## src/rvv_cfg.svh

```systemverilog
`ifndef RVV_CFG_SVH
`define RVV_CFG_SVH

// datapath sizing
`define RVV_VLEN    64      // one register moves in one beat
`define RVV_XLEN    32      // scalar side
`define RVV_NUM_VEC 32

// major and minor opcodes
`define RVV_OP_V    7'h57
`define RVV_MNR_IVV 3'h0
`define RVV_MNR_MVV 3'h2
`define RVV_MNR_IVI 3'h3
`define RVV_MNR_IVX 3'h4
`define RVV_MNR_CFG 3'h7    // vsetvli

// funct6 codes of the supported ops
`define RVV_F6_ADD     6'h00
`define RVV_F6_SUB     6'h02
`define RVV_F6_AND     6'h09
`define RVV_F6_OR      6'h0a
`define RVV_F6_XOR     6'h0b
`define RVV_F6_MV      6'h17
`define RVV_F6_WXUNARY 6'h10   // vmv.x.s lives here with vs1 = 0

`endif

```

## src/rvv_pkg.sv

```systemverilog
`default_nettype none

`include "rvv_cfg.svh"

package rvv_pkg;

    typedef logic [31:0]                     insn_t;
    typedef logic [`RVV_XLEN-1:0]            xlen_t;
    typedef logic [`RVV_VLEN-1:0]            vdata_t;
    typedef logic [$clog2(`RVV_NUM_VEC)-1:0] vreg_addr_t;
    typedef logic [1:0]                      sew_t;     // 0 is e8 up to 3 is e64
    typedef logic [7:0]                      vl_t;      // element count

    // lane ops, vd = opb op opa
    typedef enum logic [2:0] {
        ALU_ADD,
        ALU_SUB,
        ALU_AND,
        ALU_OR,
        ALU_XOR,
        ALU_MV,         // vd = opa
        ALU_MV_X_S      // element 0 of opb to the scalar side
    } alu_op_e;

    // issue to alu stage 1
    typedef struct packed {
        alu_op_e    op;
        sew_t       sew;
        vreg_addr_t vd;
        vdata_t     opa;    // vs1, splatted rs1 or splatted imm
        vdata_t     opb;    // vs2
    } alu_req_t;

    // alu result, to regfile or scalar port
    typedef struct packed {
        logic       valid;
        logic       to_scalar;
        vreg_addr_t vd;
        vdata_t     data;
    } wb_t;

endpackage

`default_nettype wire

```

## src/vec_scoreboard.sv

```systemverilog
`timescale 1ns/10ps
`default_nettype none

`include "rvv_cfg.svh"

module vec_scoreboard
    import rvv_pkg::*;
(
    input  wire             clk,
    input  wire             rst_n,
    input  wire vreg_addr_t vs1,
    input  wire vreg_addr_t vs2,
    input  wire vreg_addr_t vd,
    input  wire             uses_vs1,
    input  wire             uses_vs2,
    input  wire             writes_vd,
    input  wire             issue,
    input  wire wb_t        wb,
    output logic            hazard,
    output logic            sb_empty
);

    logic [`RVV_NUM_VEC-1:0] busy;
    logic [`RVV_NUM_VEC-1:0] set_vec;
    logic [`RVV_NUM_VEC-1:0] clr_vec;

    always_comb begin
        for (int i = 0; i < `RVV_NUM_VEC; i++) begin
            set_vec[i] = issue && writes_vd && vd == vreg_addr_t'(i);
            clr_vec[i] = wb.valid && !wb.to_scalar && wb.vd == vreg_addr_t'(i); // regfile write only
        end
    end

    // raw on either source, waw on the destination
    assign hazard   = (uses_vs1 & busy[vs1]) | (uses_vs2 & busy[vs2]) | (writes_vd & busy[vd]);
    assign sb_empty = ~|busy;

    always_ff @(posedge clk) begin
        if (!rst_n) busy <= '0;
        else        busy <= (busy | set_vec) & ~clr_vec;
    end

endmodule

`default_nettype wire

```

## src/vcfg_unit.sv

```systemverilog
`timescale 1ns/10ps
`default_nettype none

`include "rvv_cfg.svh"

module vcfg_unit
    import rvv_pkg::*;
(
    input  wire         clk,
    input  wire         rst_n,
    input  wire         cfg_we,
    input  wire         cfg_rs1_zero,
    input  wire         cfg_rd_zero,
    input  wire sew_t   cfg_vsew,
    input  wire xlen_t  cfg_avl,
    output sew_t        sew,
    output vl_t         vl,
    output logic        cfg_valid       // one pulse, vl already updated
);

    vl_t vlmax;
    vl_t vl_nxt;

    // elements per register at the requested sew
    assign vlmax = vl_t'(`RVV_VLEN / 8) >> cfg_vsew;

    always_comb begin
        if (!cfg_rs1_zero)
            vl_nxt = (cfg_avl < xlen_t'(vlmax)) ? vl_t'(cfg_avl) : vlmax;
        else if (!cfg_rd_zero)
            vl_nxt = vlmax;             // rs1 = x0 asks for vlmax
        else
            vl_nxt = vl;                // both x0 keeps vl
    end

    always_ff @(posedge clk) begin
        if (!rst_n) begin
            sew       <= 2'd0;      // e8
            vl        <= '0;
            cfg_valid <= 1'b0;
        end else begin
            cfg_valid <= cfg_we;
            if (cfg_we) begin
                sew <= cfg_vsew;
                vl  <= vl_nxt;
            end
        end
    end

endmodule

`default_nettype wire

```

## src/vec_regfile.sv

```systemverilog
`timescale 1ns/10ps
`default_nettype none

`include "rvv_cfg.svh"

module vec_regfile
    import rvv_pkg::*;
(
    input  wire             clk,
    input  wire             rst_n,
    input  wire vreg_addr_t rd_addr_1,
    input  wire vreg_addr_t rd_addr_2,
    output vdata_t          rd_data_1,
    output vdata_t          rd_data_2,
    input  wire wb_t        wb
);

    vdata_t regs [`RVV_NUM_VEC];

    // async reads, issue samples them in the fetch cycle
    assign rd_data_1 = regs[rd_addr_1];
    assign rd_data_2 = regs[rd_addr_2];

    always_ff @(posedge clk) begin
        if (!rst_n) begin
            for (int i = 0; i < `RVV_NUM_VEC; i++) begin
                regs[i] <= '0;
            end
        end else if (wb.valid && !wb.to_scalar) begin
            regs[wb.vd] <= wb.data;     // whole register, no tail handling
        end
    end

endmodule

`default_nettype wire

```

## src/vec_alu.sv

```systemverilog
`timescale 1ns/10ps
`default_nettype none

`include "rvv_cfg.svh"

module vec_alu
    import rvv_pkg::*;
(
    input  wire             clk,
    input  wire             rst_n,
    input  wire alu_req_t   req,
    input  wire             req_valid,
    output wb_t             wb
);

    alu_req_t s1_req;
    logic     s1_valid;
    vdata_t   result;
    xlen_t    elem0;

    // byte-sliced adder, carry chain cut at every lane start
    function automatic vdata_t lane_addsub(vdata_t b, vdata_t a, sew_t s, logic sub);
        vdata_t     a_x;
        vdata_t     r;
        logic [8:0] part;
        logic       c;
        a_x = sub ? ~a : a;     // b - a as b + ~a + 1
        c   = sub;
        for (int i = 0; i < `RVV_VLEN/8; i++) begin
            if (i % (1 << s) == 0) c = sub;
            part          = {1'b0, b[i*8 +: 8]} + {1'b0, a_x[i*8 +: 8]} + {8'b0, c};
            r[i*8 +: 8]   = part[7:0];
            c             = part[8];
        end
        return r;
    endfunction

    // element 0 sign extended, low half only at e64
    always_comb begin
        case (s1_req.sew)
            2'd0:    elem0 = {{(`RVV_XLEN-8){s1_req.opb[7]}}, s1_req.opb[7:0]};
            2'd1:    elem0 = {{(`RVV_XLEN-16){s1_req.opb[15]}}, s1_req.opb[15:0]};
            default: elem0 = s1_req.opb[`RVV_XLEN-1:0];
        endcase
    end

    always_comb begin
        case (s1_req.op)
            ALU_ADD: result = lane_addsub(s1_req.opb, s1_req.opa, s1_req.sew, 1'b0);
            ALU_SUB: result = lane_addsub(s1_req.opb, s1_req.opa, s1_req.sew, 1'b1);
            ALU_AND: result = s1_req.opb & s1_req.opa;
            ALU_OR:  result = s1_req.opb | s1_req.opa;
            ALU_XOR: result = s1_req.opb ^ s1_req.opa;
            ALU_MV:  result = s1_req.opa;
            default: result = {{(`RVV_VLEN-`RVV_XLEN){1'b0}}, elem0};
        endcase
    end

    // stage 1 operands, stage 2 result, no stall
    always_ff @(posedge clk) begin
        if (!rst_n) begin
            s1_valid <= 1'b0;
            wb.valid <= 1'b0;
        end else begin
            s1_valid <= req_valid;
            wb.valid <= s1_valid;
        end
        s1_req       <= req;
        wb.to_scalar <= s1_req.op == ALU_MV_X_S;   // goes to scalar_out
        wb.vd        <= s1_req.vd;
        wb.data      <= result;
    end

endmodule

`default_nettype wire

```

## src/rvv_issue.sv

```systemverilog
`timescale 1ns/10ps
`default_nettype none

`include "rvv_cfg.svh"

module rvv_issue
    import rvv_pkg::*;
(
    input  wire         clk,
    input  wire         rst_n,
    input  wire insn_t  insn,
    input  wire         insn_valid,
    input  wire xlen_t  scalar_in,
    output logic        proc_rdy,
    output vreg_addr_t  vs1,
    output vreg_addr_t  vs2,
    output vreg_addr_t  vd,
    output logic        uses_vs1,
    output logic        uses_vs2,
    output logic        writes_vd,
    input  wire         hazard,
    input  wire         sb_empty,
    input  wire sew_t   sew,
    input  wire vdata_t rd_data_1,
    input  wire vdata_t rd_data_2,
    output alu_req_t    req,
    output logic        req_valid,
    output logic        cfg_we,
    output logic        cfg_rs1_zero,
    output logic        cfg_rd_zero,
    output sew_t        cfg_vsew,
    output xlen_t       cfg_avl
);

    insn_t      fetch_insn;
    logic       fetch_valid;
    xlen_t      fetch_rs1;
    logic       xs_pend;        // vmv.x.s sitting in alu stage 1
    logic [2:0] mnr;
    logic [5:0] funct6;
    logic       is_cfg;
    logic       op_ok;
    alu_op_e    alu_op;
    logic       stall;
    vdata_t     opa;

    // replicate the low sew bits across all lanes
    function automatic vdata_t splat(sew_t s, vdata_t v);
        case (s)
            2'd0:    return {(`RVV_VLEN/8){v[7:0]}};
            2'd1:    return {(`RVV_VLEN/16){v[15:0]}};
            2'd2:    return {(`RVV_VLEN/32){v[31:0]}};
            default: return v;
        endcase
    endfunction

    // field decode
    assign mnr    = fetch_insn[14:12];
    assign funct6 = fetch_insn[31:26];
    assign vd     = fetch_insn[11:7];
    assign vs1    = fetch_insn[19:15];      // also rs1 index or simm5
    assign vs2    = fetch_insn[24:20];
    assign is_cfg = fetch_insn[6:0] == `RVV_OP_V && mnr == `RVV_MNR_CFG && !fetch_insn[31];

    always_comb begin
        alu_op = ALU_ADD;
        op_ok  = 1'b0;
        if (fetch_insn[6:0] == `RVV_OP_V) begin
            case (mnr)
                `RVV_MNR_IVV, `RVV_MNR_IVX, `RVV_MNR_IVI: begin
                    op_ok = 1'b1;
                    case (funct6)
                        `RVV_F6_ADD: alu_op = ALU_ADD;
                        `RVV_F6_SUB: alu_op = ALU_SUB;
                        `RVV_F6_AND: alu_op = ALU_AND;
                        `RVV_F6_OR:  alu_op = ALU_OR;
                        `RVV_F6_XOR: alu_op = ALU_XOR;
                        `RVV_F6_MV:  alu_op = ALU_MV;
                        default:     op_ok  = 1'b0;     // dropped silently
                    endcase
                end
                `RVV_MNR_MVV: begin
                    alu_op = ALU_MV_X_S;
                    op_ok  = funct6 == `RVV_F6_WXUNARY && vs1 == '0;
                end
                default: op_ok = 1'b0;
            endcase
        end
    end

    assign uses_vs1  = fetch_valid & op_ok & (mnr == `RVV_MNR_IVV);
    assign uses_vs2  = fetch_valid & op_ok & (alu_op != ALU_MV);
    assign writes_vd = fetch_valid & op_ok & (alu_op != ALU_MV_X_S);   // rd is scalar

    // vsetvli waits for an idle pipe so its response cannot collide
    assign stall     = fetch_valid & ((op_ok & hazard) | (is_cfg & ~(sb_empty & ~xs_pend)));
    assign proc_rdy  = ~stall;
    assign req_valid = fetch_valid & op_ok & ~hazard;
    assign cfg_we    = fetch_valid & is_cfg & sb_empty & ~xs_pend;

    assign cfg_rs1_zero = vs1 == '0;
    assign cfg_rd_zero  = vd == '0;
    assign cfg_vsew     = fetch_insn[24:23];    // vsew field of zimm
    assign cfg_avl      = fetch_rs1;

    // operand a by form
    always_comb begin
        case (mnr)
            `RVV_MNR_IVX: opa = splat(sew, {{(`RVV_VLEN-`RVV_XLEN){fetch_rs1[`RVV_XLEN-1]}},
                                            fetch_rs1});
            `RVV_MNR_IVI: opa = splat(sew, {{(`RVV_VLEN-5){vs1[4]}}, vs1});
            default:      opa = rd_data_1;
        endcase
    end

    assign req = '{op: alu_op, sew: sew, vd: vd, opa: opa, opb: rd_data_2};

    always_ff @(posedge clk) begin
        if (!rst_n) begin
            fetch_valid <= 1'b0;
            xs_pend     <= 1'b0;
        end else begin
            if (!stall) fetch_valid <= insn_valid;     // hold while blocked
            xs_pend <= req_valid & (alu_op == ALU_MV_X_S);
        end
        if (!stall && insn_valid) begin
            fetch_insn <= insn;
            fetch_rs1  <= scalar_in;
        end
    end

endmodule

`default_nettype wire

```

## src/rvv_core.sv

```systemverilog
`timescale 1ns/10ps
`default_nettype none

`include "rvv_cfg.svh"

module rvv_core
    import rvv_pkg::*;
(
    input  wire         clk,
    input  wire         rst_n,
    input  wire insn_t  insn,
    input  wire         insn_valid,
    input  wire xlen_t  scalar_in,      // rs1, sampled with insn
    output logic        proc_rdy,
    output xlen_t       scalar_out,
    output logic        scalar_valid
);

    vreg_addr_t vs1;
    vreg_addr_t vs2;
    vreg_addr_t vd;
    logic       uses_vs1;
    logic       uses_vs2;
    logic       writes_vd;
    logic       hazard;
    logic       sb_empty;
    sew_t       sew;
    vl_t        vl;
    logic       cfg_we;
    logic       cfg_rs1_zero;
    logic       cfg_rd_zero;
    sew_t       cfg_vsew;
    xlen_t      cfg_avl;
    logic       cfg_valid;
    vdata_t     rd_data_1;
    vdata_t     rd_data_2;
    alu_req_t   req;
    logic       req_valid;
    wb_t        wb;
    logic       alu_scalar_valid;

    rvv_issue u_issue (
        .clk(clk), .rst_n(rst_n), .insn(insn), .insn_valid(insn_valid),
        .scalar_in(scalar_in), .proc_rdy(proc_rdy),
        .vs1(vs1), .vs2(vs2), .vd(vd),
        .uses_vs1(uses_vs1), .uses_vs2(uses_vs2), .writes_vd(writes_vd),
        .hazard(hazard), .sb_empty(sb_empty), .sew(sew),
        .rd_data_1(rd_data_1), .rd_data_2(rd_data_2),
        .req(req), .req_valid(req_valid),
        .cfg_we(cfg_we), .cfg_rs1_zero(cfg_rs1_zero), .cfg_rd_zero(cfg_rd_zero),
        .cfg_vsew(cfg_vsew), .cfg_avl(cfg_avl)
    );

    vec_scoreboard u_scoreboard (
        .clk(clk), .rst_n(rst_n), .vs1(vs1), .vs2(vs2), .vd(vd),
        .uses_vs1(uses_vs1), .uses_vs2(uses_vs2), .writes_vd(writes_vd),
        .issue(req_valid), .wb(wb), .hazard(hazard), .sb_empty(sb_empty)
    );

    vcfg_unit u_cfg (
        .clk(clk), .rst_n(rst_n), .cfg_we(cfg_we), .cfg_rs1_zero(cfg_rs1_zero),
        .cfg_rd_zero(cfg_rd_zero), .cfg_vsew(cfg_vsew), .cfg_avl(cfg_avl),
        .sew(sew), .vl(vl), .cfg_valid(cfg_valid)
    );

    // read ports hang directly off the decoded source fields
    vec_regfile u_regfile (
        .clk(clk), .rst_n(rst_n), .rd_addr_1(vs1), .rd_addr_2(vs2),
        .rd_data_1(rd_data_1), .rd_data_2(rd_data_2), .wb(wb)
    );

    vec_alu u_alu (.clk(clk), .rst_n(rst_n), .req(req), .req_valid(req_valid), .wb(wb));

    // two scalar sources, never in the same cycle
    assign alu_scalar_valid = wb.valid & wb.to_scalar;
    assign scalar_valid     = cfg_valid | alu_scalar_valid;
    assign scalar_out       = (cfg_valid ? xlen_t'(vl) : '0)
                            | (alu_scalar_valid ? wb.data[`RVV_XLEN-1:0] : '0);

endmodule

`default_nettype wire

```

## config.mk

```make
export PLATFORM = sky130hd
export DESIGN_NAME = rvv_core
export DESIGN_NICKNAME = d
export VERILOG_FILES = /design/src/rvv_pkg.sv /design/src/vec_scoreboard.sv /design/src/vcfg_unit.sv /design/src/vec_regfile.sv /design/src/vec_alu.sv /design/src/rvv_issue.sv /design/src/rvv_core.sv
export VERILOG_INCLUDE_DIRS = /design/src
export SDC_FILE = /design/constraint.sdc
export NUM_CORES = 2
export LEC_CHECK = 0
export BUFFER_PORTS_ARGS = -buffer_cell sky130_fd_sc_hd__buf_2
export CAP_MARGIN = 20
export CORE_MARGIN = 1
export CORE_UTILIZATION = 30
export DETAILED_ROUTE_END_ITERATION = 10
export PLACE_DENSITY_LB_ADDON = 0.25
export REMOVE_ABC_BUFFERS = 1
export SETUP_SLACK_MARGIN = 0.3
export SLEW_MARGIN = 20
export SYNTH_ARGS = -nofsm -noshare
export SYNTH_HDL_FRONTEND = slang
export SYNTH_SLANG_ARGS = --single-unit
```

## constraint.sdc

```tcl
create_clock -name clk -period 9.5 [get_ports clk]
set_input_delay 0 -clock clk [delete_from_list [all_inputs] [get_ports clk]]
set_output_delay 0 -clock clk [all_outputs]
set_load 0.05 [all_outputs]
```

==> summary.txt <==
Clocking
  • CTS buffer count: 143
  • Clock sink count: 1251
  • Insertion delay to the later sink of the worst-skew pair: 0.79 ns
  • CTS Buffer Depth: 3
  • Clock-pin slew on the worst setup and hold paths: 0.06 ns
  • H-tree depth: 4
  • Clock root buffer: clkbuf_16
  • TritonCTS clock tree: done

Routing
  • First-pass DRT Iterations: 6
  • DR DRC count: 0
  • Routed Antenna Nets: 0
  • Drt wl/cell: 33.49 um
  • Final wirelength: 265400 um
  • Initial drt markers: 6696
  • Vias: 44921
  • Routed vias/inst: 5.669

Yosys
  • Synth async-reset ratio: 0%
  • Sequential area share after synthesis: 53.24%
  • Yosys reg bits: 1251
  • Mapped Cells: 4734
  • Area of the mapped netlist: 67480 sq um
  • YS warnings: 0
  • Top_reg_cell synth: edfxtp_1
  • Unique masters post-synth: 70
  • Number of flops mapped to enable cells by yosys: 1087
  • Avg Synthesized Cell Area: 14.25 sq um

Layout
  • Util after Layout: 34.81%
  • Fin nets: 4985
  • Layout cells sized above 1: 24.24%
  • Area grow syn2layout: 15.01%
  • Layout fillers: 21408

Placement
  • HPWL Detailed: 153400 um
  • Port bufs: 99
  • Routability cong.: 0.9132
  • Pre-CTS WS: 2.032 ns

Timing
  • RSZ-0062 raised after global routing: false
  • Tcrit/Tclk final: 79.90%
  • Final WS setup: 1.910 ns
  • Crit path time final: 7.590 ns
  • Worst Max-Slew Pin Slew: 1.115 ns
  • Fin. max-slew vios: 0
  • Slew Limit Headroom: 25.55%
  • Final number of hold-violating endpoints: 0
  • Final-report setup violation count: 0
  • Max Fclk: 131.7 MHz
  • Skew final: 0.03407 ns

Critical path
  • Worst setup startpoint: u_alu.s1_req[0]
  • Slowest CP cell: fa_1
  • R2r setup slk: 1.91 ns
  • Crit Path Class: flip-flop to flip-flop
  • CP required: 10.18 ns
  • CP startpoint kind: flip-flop
  • Worst Setup End Kind: flip-flop
  • Setup crit end: u_alu.wb[30]
  • CP max stage delay: 0.44 ns
  • Count of cells along the worst register-to-register path: 39
  • Max Fanout on Critical Path: 3
  • FF-to-FF Start: u_alu.s1_req[0]
  • CP arrival: 8.27 ns
  • RR Endpoint: u_alu.wb[30]

Global route
  • Vias in the first global route: 44012
  • First-pass GRT wire length: 363400 um
  • Largest net degree at the start of global routing: 109
  • Total track usage: 23.00%
  • Initial antenna violation count: 51
  • GRT overflow: 0

Floorplanning
  • Core Footprint: 223000 sq um
  • Initial Util: 30.27%
  • Row count: 173
  • Die Area: 226800 sq um
  • Die width: 476.3 um
  • Die H: 476.3 um
  • Top Ports: 101

Min path
  • Hold path cells: 3
  • Tightest Hold Check Type: input pin to flip-flop

Run
  • Total of max-cap violations: 0

Power and ir drop
  • Maximum VDD drop: 0.1959 mV
  • PD cells: 193.6 nW/um^2
  • P_leak: 28.00 nW

Outcome
  • Run status: finished clean
how the worst min path moves through the flow:
stage               slack, ns          from                      to
floorplan                 0.1  scalar_in[0]      u_issue.cfg_avl[0]
CTS                     0.003    insn_valid     u_issue.fetch_valid
detailed placement       0.18      insn[20]  u_issue.fetch_insn[20]
global route             0.05    insn_valid     u_issue.fetch_valid
finish                   0.05    insn_valid     u_issue.fetch_valid
global placement         0.18  scalar_in[3]      u_issue.cfg_avl[3]
per-layer routing:
| layer | part of all wire, % | vias to the layer above | GRT usage, % | wire length [um] |
|---|---|---|---|---|
| li1 | - | 18253 | - | - |
| met1 | 40 | 23633 | 31.19 | 107100 |
| met2 | 47 | 2576 | 36.09 | 123600 |
| met3 | 9.4 | 451 | 4.669 | 24980 |
| met4 | 3.6 | 8 | 8.719 | 9586 |
| met5 | 0.073 | - | 0.4832 | 195 |
layout make-up:
cell class	instances	area [sq um]	area share [%]
inverter	114	427.9	0.5514
clock inverter	77	614.3	0.7916
tap	2975	3722	4.797
clock buffer	179	3839	4.947
multi-input combinational	2922	30040	38.70
sequential	1251	35950	46.33
antenna	35	87.58	0.1129
timing repair buffer	371	2923	3.766
stage by stage:
stage	power (mW)	setup TNS [ns]	cell area (sq um)	std cells	hold slack, ns
global placement	9.575	0	71820	7510	0.1774
detailed placement	9.597	0	71830	7510	0.1781
global route	15.47	0	77560	7908	0.04689
floorplan	8.553	-498.40	65790	4287	0.09887
finish	15.02	0	77600	7924	0.04626
CTS	15.04	0	77510	7889	0.003026
power breakdown:
part | total (mW) | switching [mW] | internal, mW
clock network | 5.45 | 2.37 | 3.08
logic | 2.86 | 1.78 | 1.07
registers | 6.71 | 0.437 | 6.27
total | 15.0 | 4.60 | 10.4
critical path: cells and delay by family, from the launching register on:
kind,cells,cell delay [ns]
AO/OA/AOI/OAI,22,3.93
adder cells (fa/ha/maj),8,2.53
buffers and inverters,3,0.26
flip-flops,1,0.33
AND/OR/NAND/NOR,6,0.43
timing repair:
action / 4_1_cts / 5_1_grt
gates resized for setup: 0 / 0
setup endpoints to repair: 0 / 0
hold endpoints to repair: 166 / 0
setup buffers: 0 / 0
hold buffers: 123 / 0
cells by family (layout without fill, tap and decap cells):
group,count (synthesis),after routing,synth area share (%)
AND/OR/NAND/NOR,1462,1462,12.76
flip-flops,1251,1251,53.24
multiplexers,825,825,23.47
buffers and inverters,561,741,3.139
AO/OA/AOI/OAI,507,507,4.938
adder cells (fa/ha/maj),115,115,2.288
XOR/XNOR,13,13,0.1687
other,0,35,0
sequential cells by signal, summed over array words and instances (netlist names), named ones only:
signal / flops
u_alu.wb: 39
u_alu.s1_req: 74
u_regfile.regs: 1024
u_issue.fetch_valid: 1
u_cfg.cfg_valid: 1
u_cfg.vl: 8
u_cfg.sew: 2
u_issue.fetch_insn: 31
u_scoreboard.busy: 32
u_issue.cfg_avl: 32
u_issue.xs_pend: 1
u_alu.s1_valid: 1
layout by cell type (no fill, tap or decap), types with 21 or more instances in the layout:
| cell type | count |
|---|---|
| a21oi_1 | 103 |
| nor2_4 | 23 |
| clkinv_2 | 28 |
| o22ai_1 | 73 |
| edfxtp_1 | 1087 |
| o21ai_4 | 32 |
| nand2_1 | 92 |
| o21ai_0 | 67 |
| diode_2 | 35 |
| mux4_2 | 605 |
| nor2_1 | 90 |
| a21o_1 | 21 |
| buf_4 | 144 |
| buf_2 | 98 |
| dlygate4sd3_1 | 123 |
| o31ai_1 | 35 |
| o211ai_1 | 45 |
| ha_1 | 101 |
| o221ai_1 | 25 |
| clkbuf_16 | 146 |
| inv_1 | 112 |
| clkbuf_1 | 26 |
| dfxtp_1 | 152 |
| and2_1 | 1032 |
| clkinv_1 | 28 |
| nand2b_1 | 25 |
| and3_1 | 37 |
| or2_2 | 38 |
| mux2i_1 | 212 |
synthesized netlist by cell type (all sizes together), types with 13 or more instances:
cell | n | share of area [%]
inv | 113 | 0.63
dfxtp | 164 | 4.9
and3 | 37 | 0.34
nor2b | 20 | 0.19
nand3 | 18 | 0.13
nor4 | 21 | 0.19
o31ai | 37 | 0.41
o22ai | 73 | 0.68
edfxtp | 1087 | 48
nor3 | 26 | 0.19
nand2b | 27 | 0.25
nand4 | 13 | 0.12
nor2 | 114 | 0.63
buf | 105 | 0.60
mux2i | 212 | 3.1
o21ai | 99 | 0.73
ha | 101 | 1.9
clkbuf | 342 | 1.9
mux4 | 605 | 20
nand2 | 93 | 0.52
a21oi | 105 | 0.80
o211ai | 45 | 0.50
o221ai | 25 | 0.32
fa | 14 | 0.42
a21o | 21 | 0.23
or2 | 38 | 0.35
and2 | 1033 | 9.6
(Power assumes the default switching activity.)
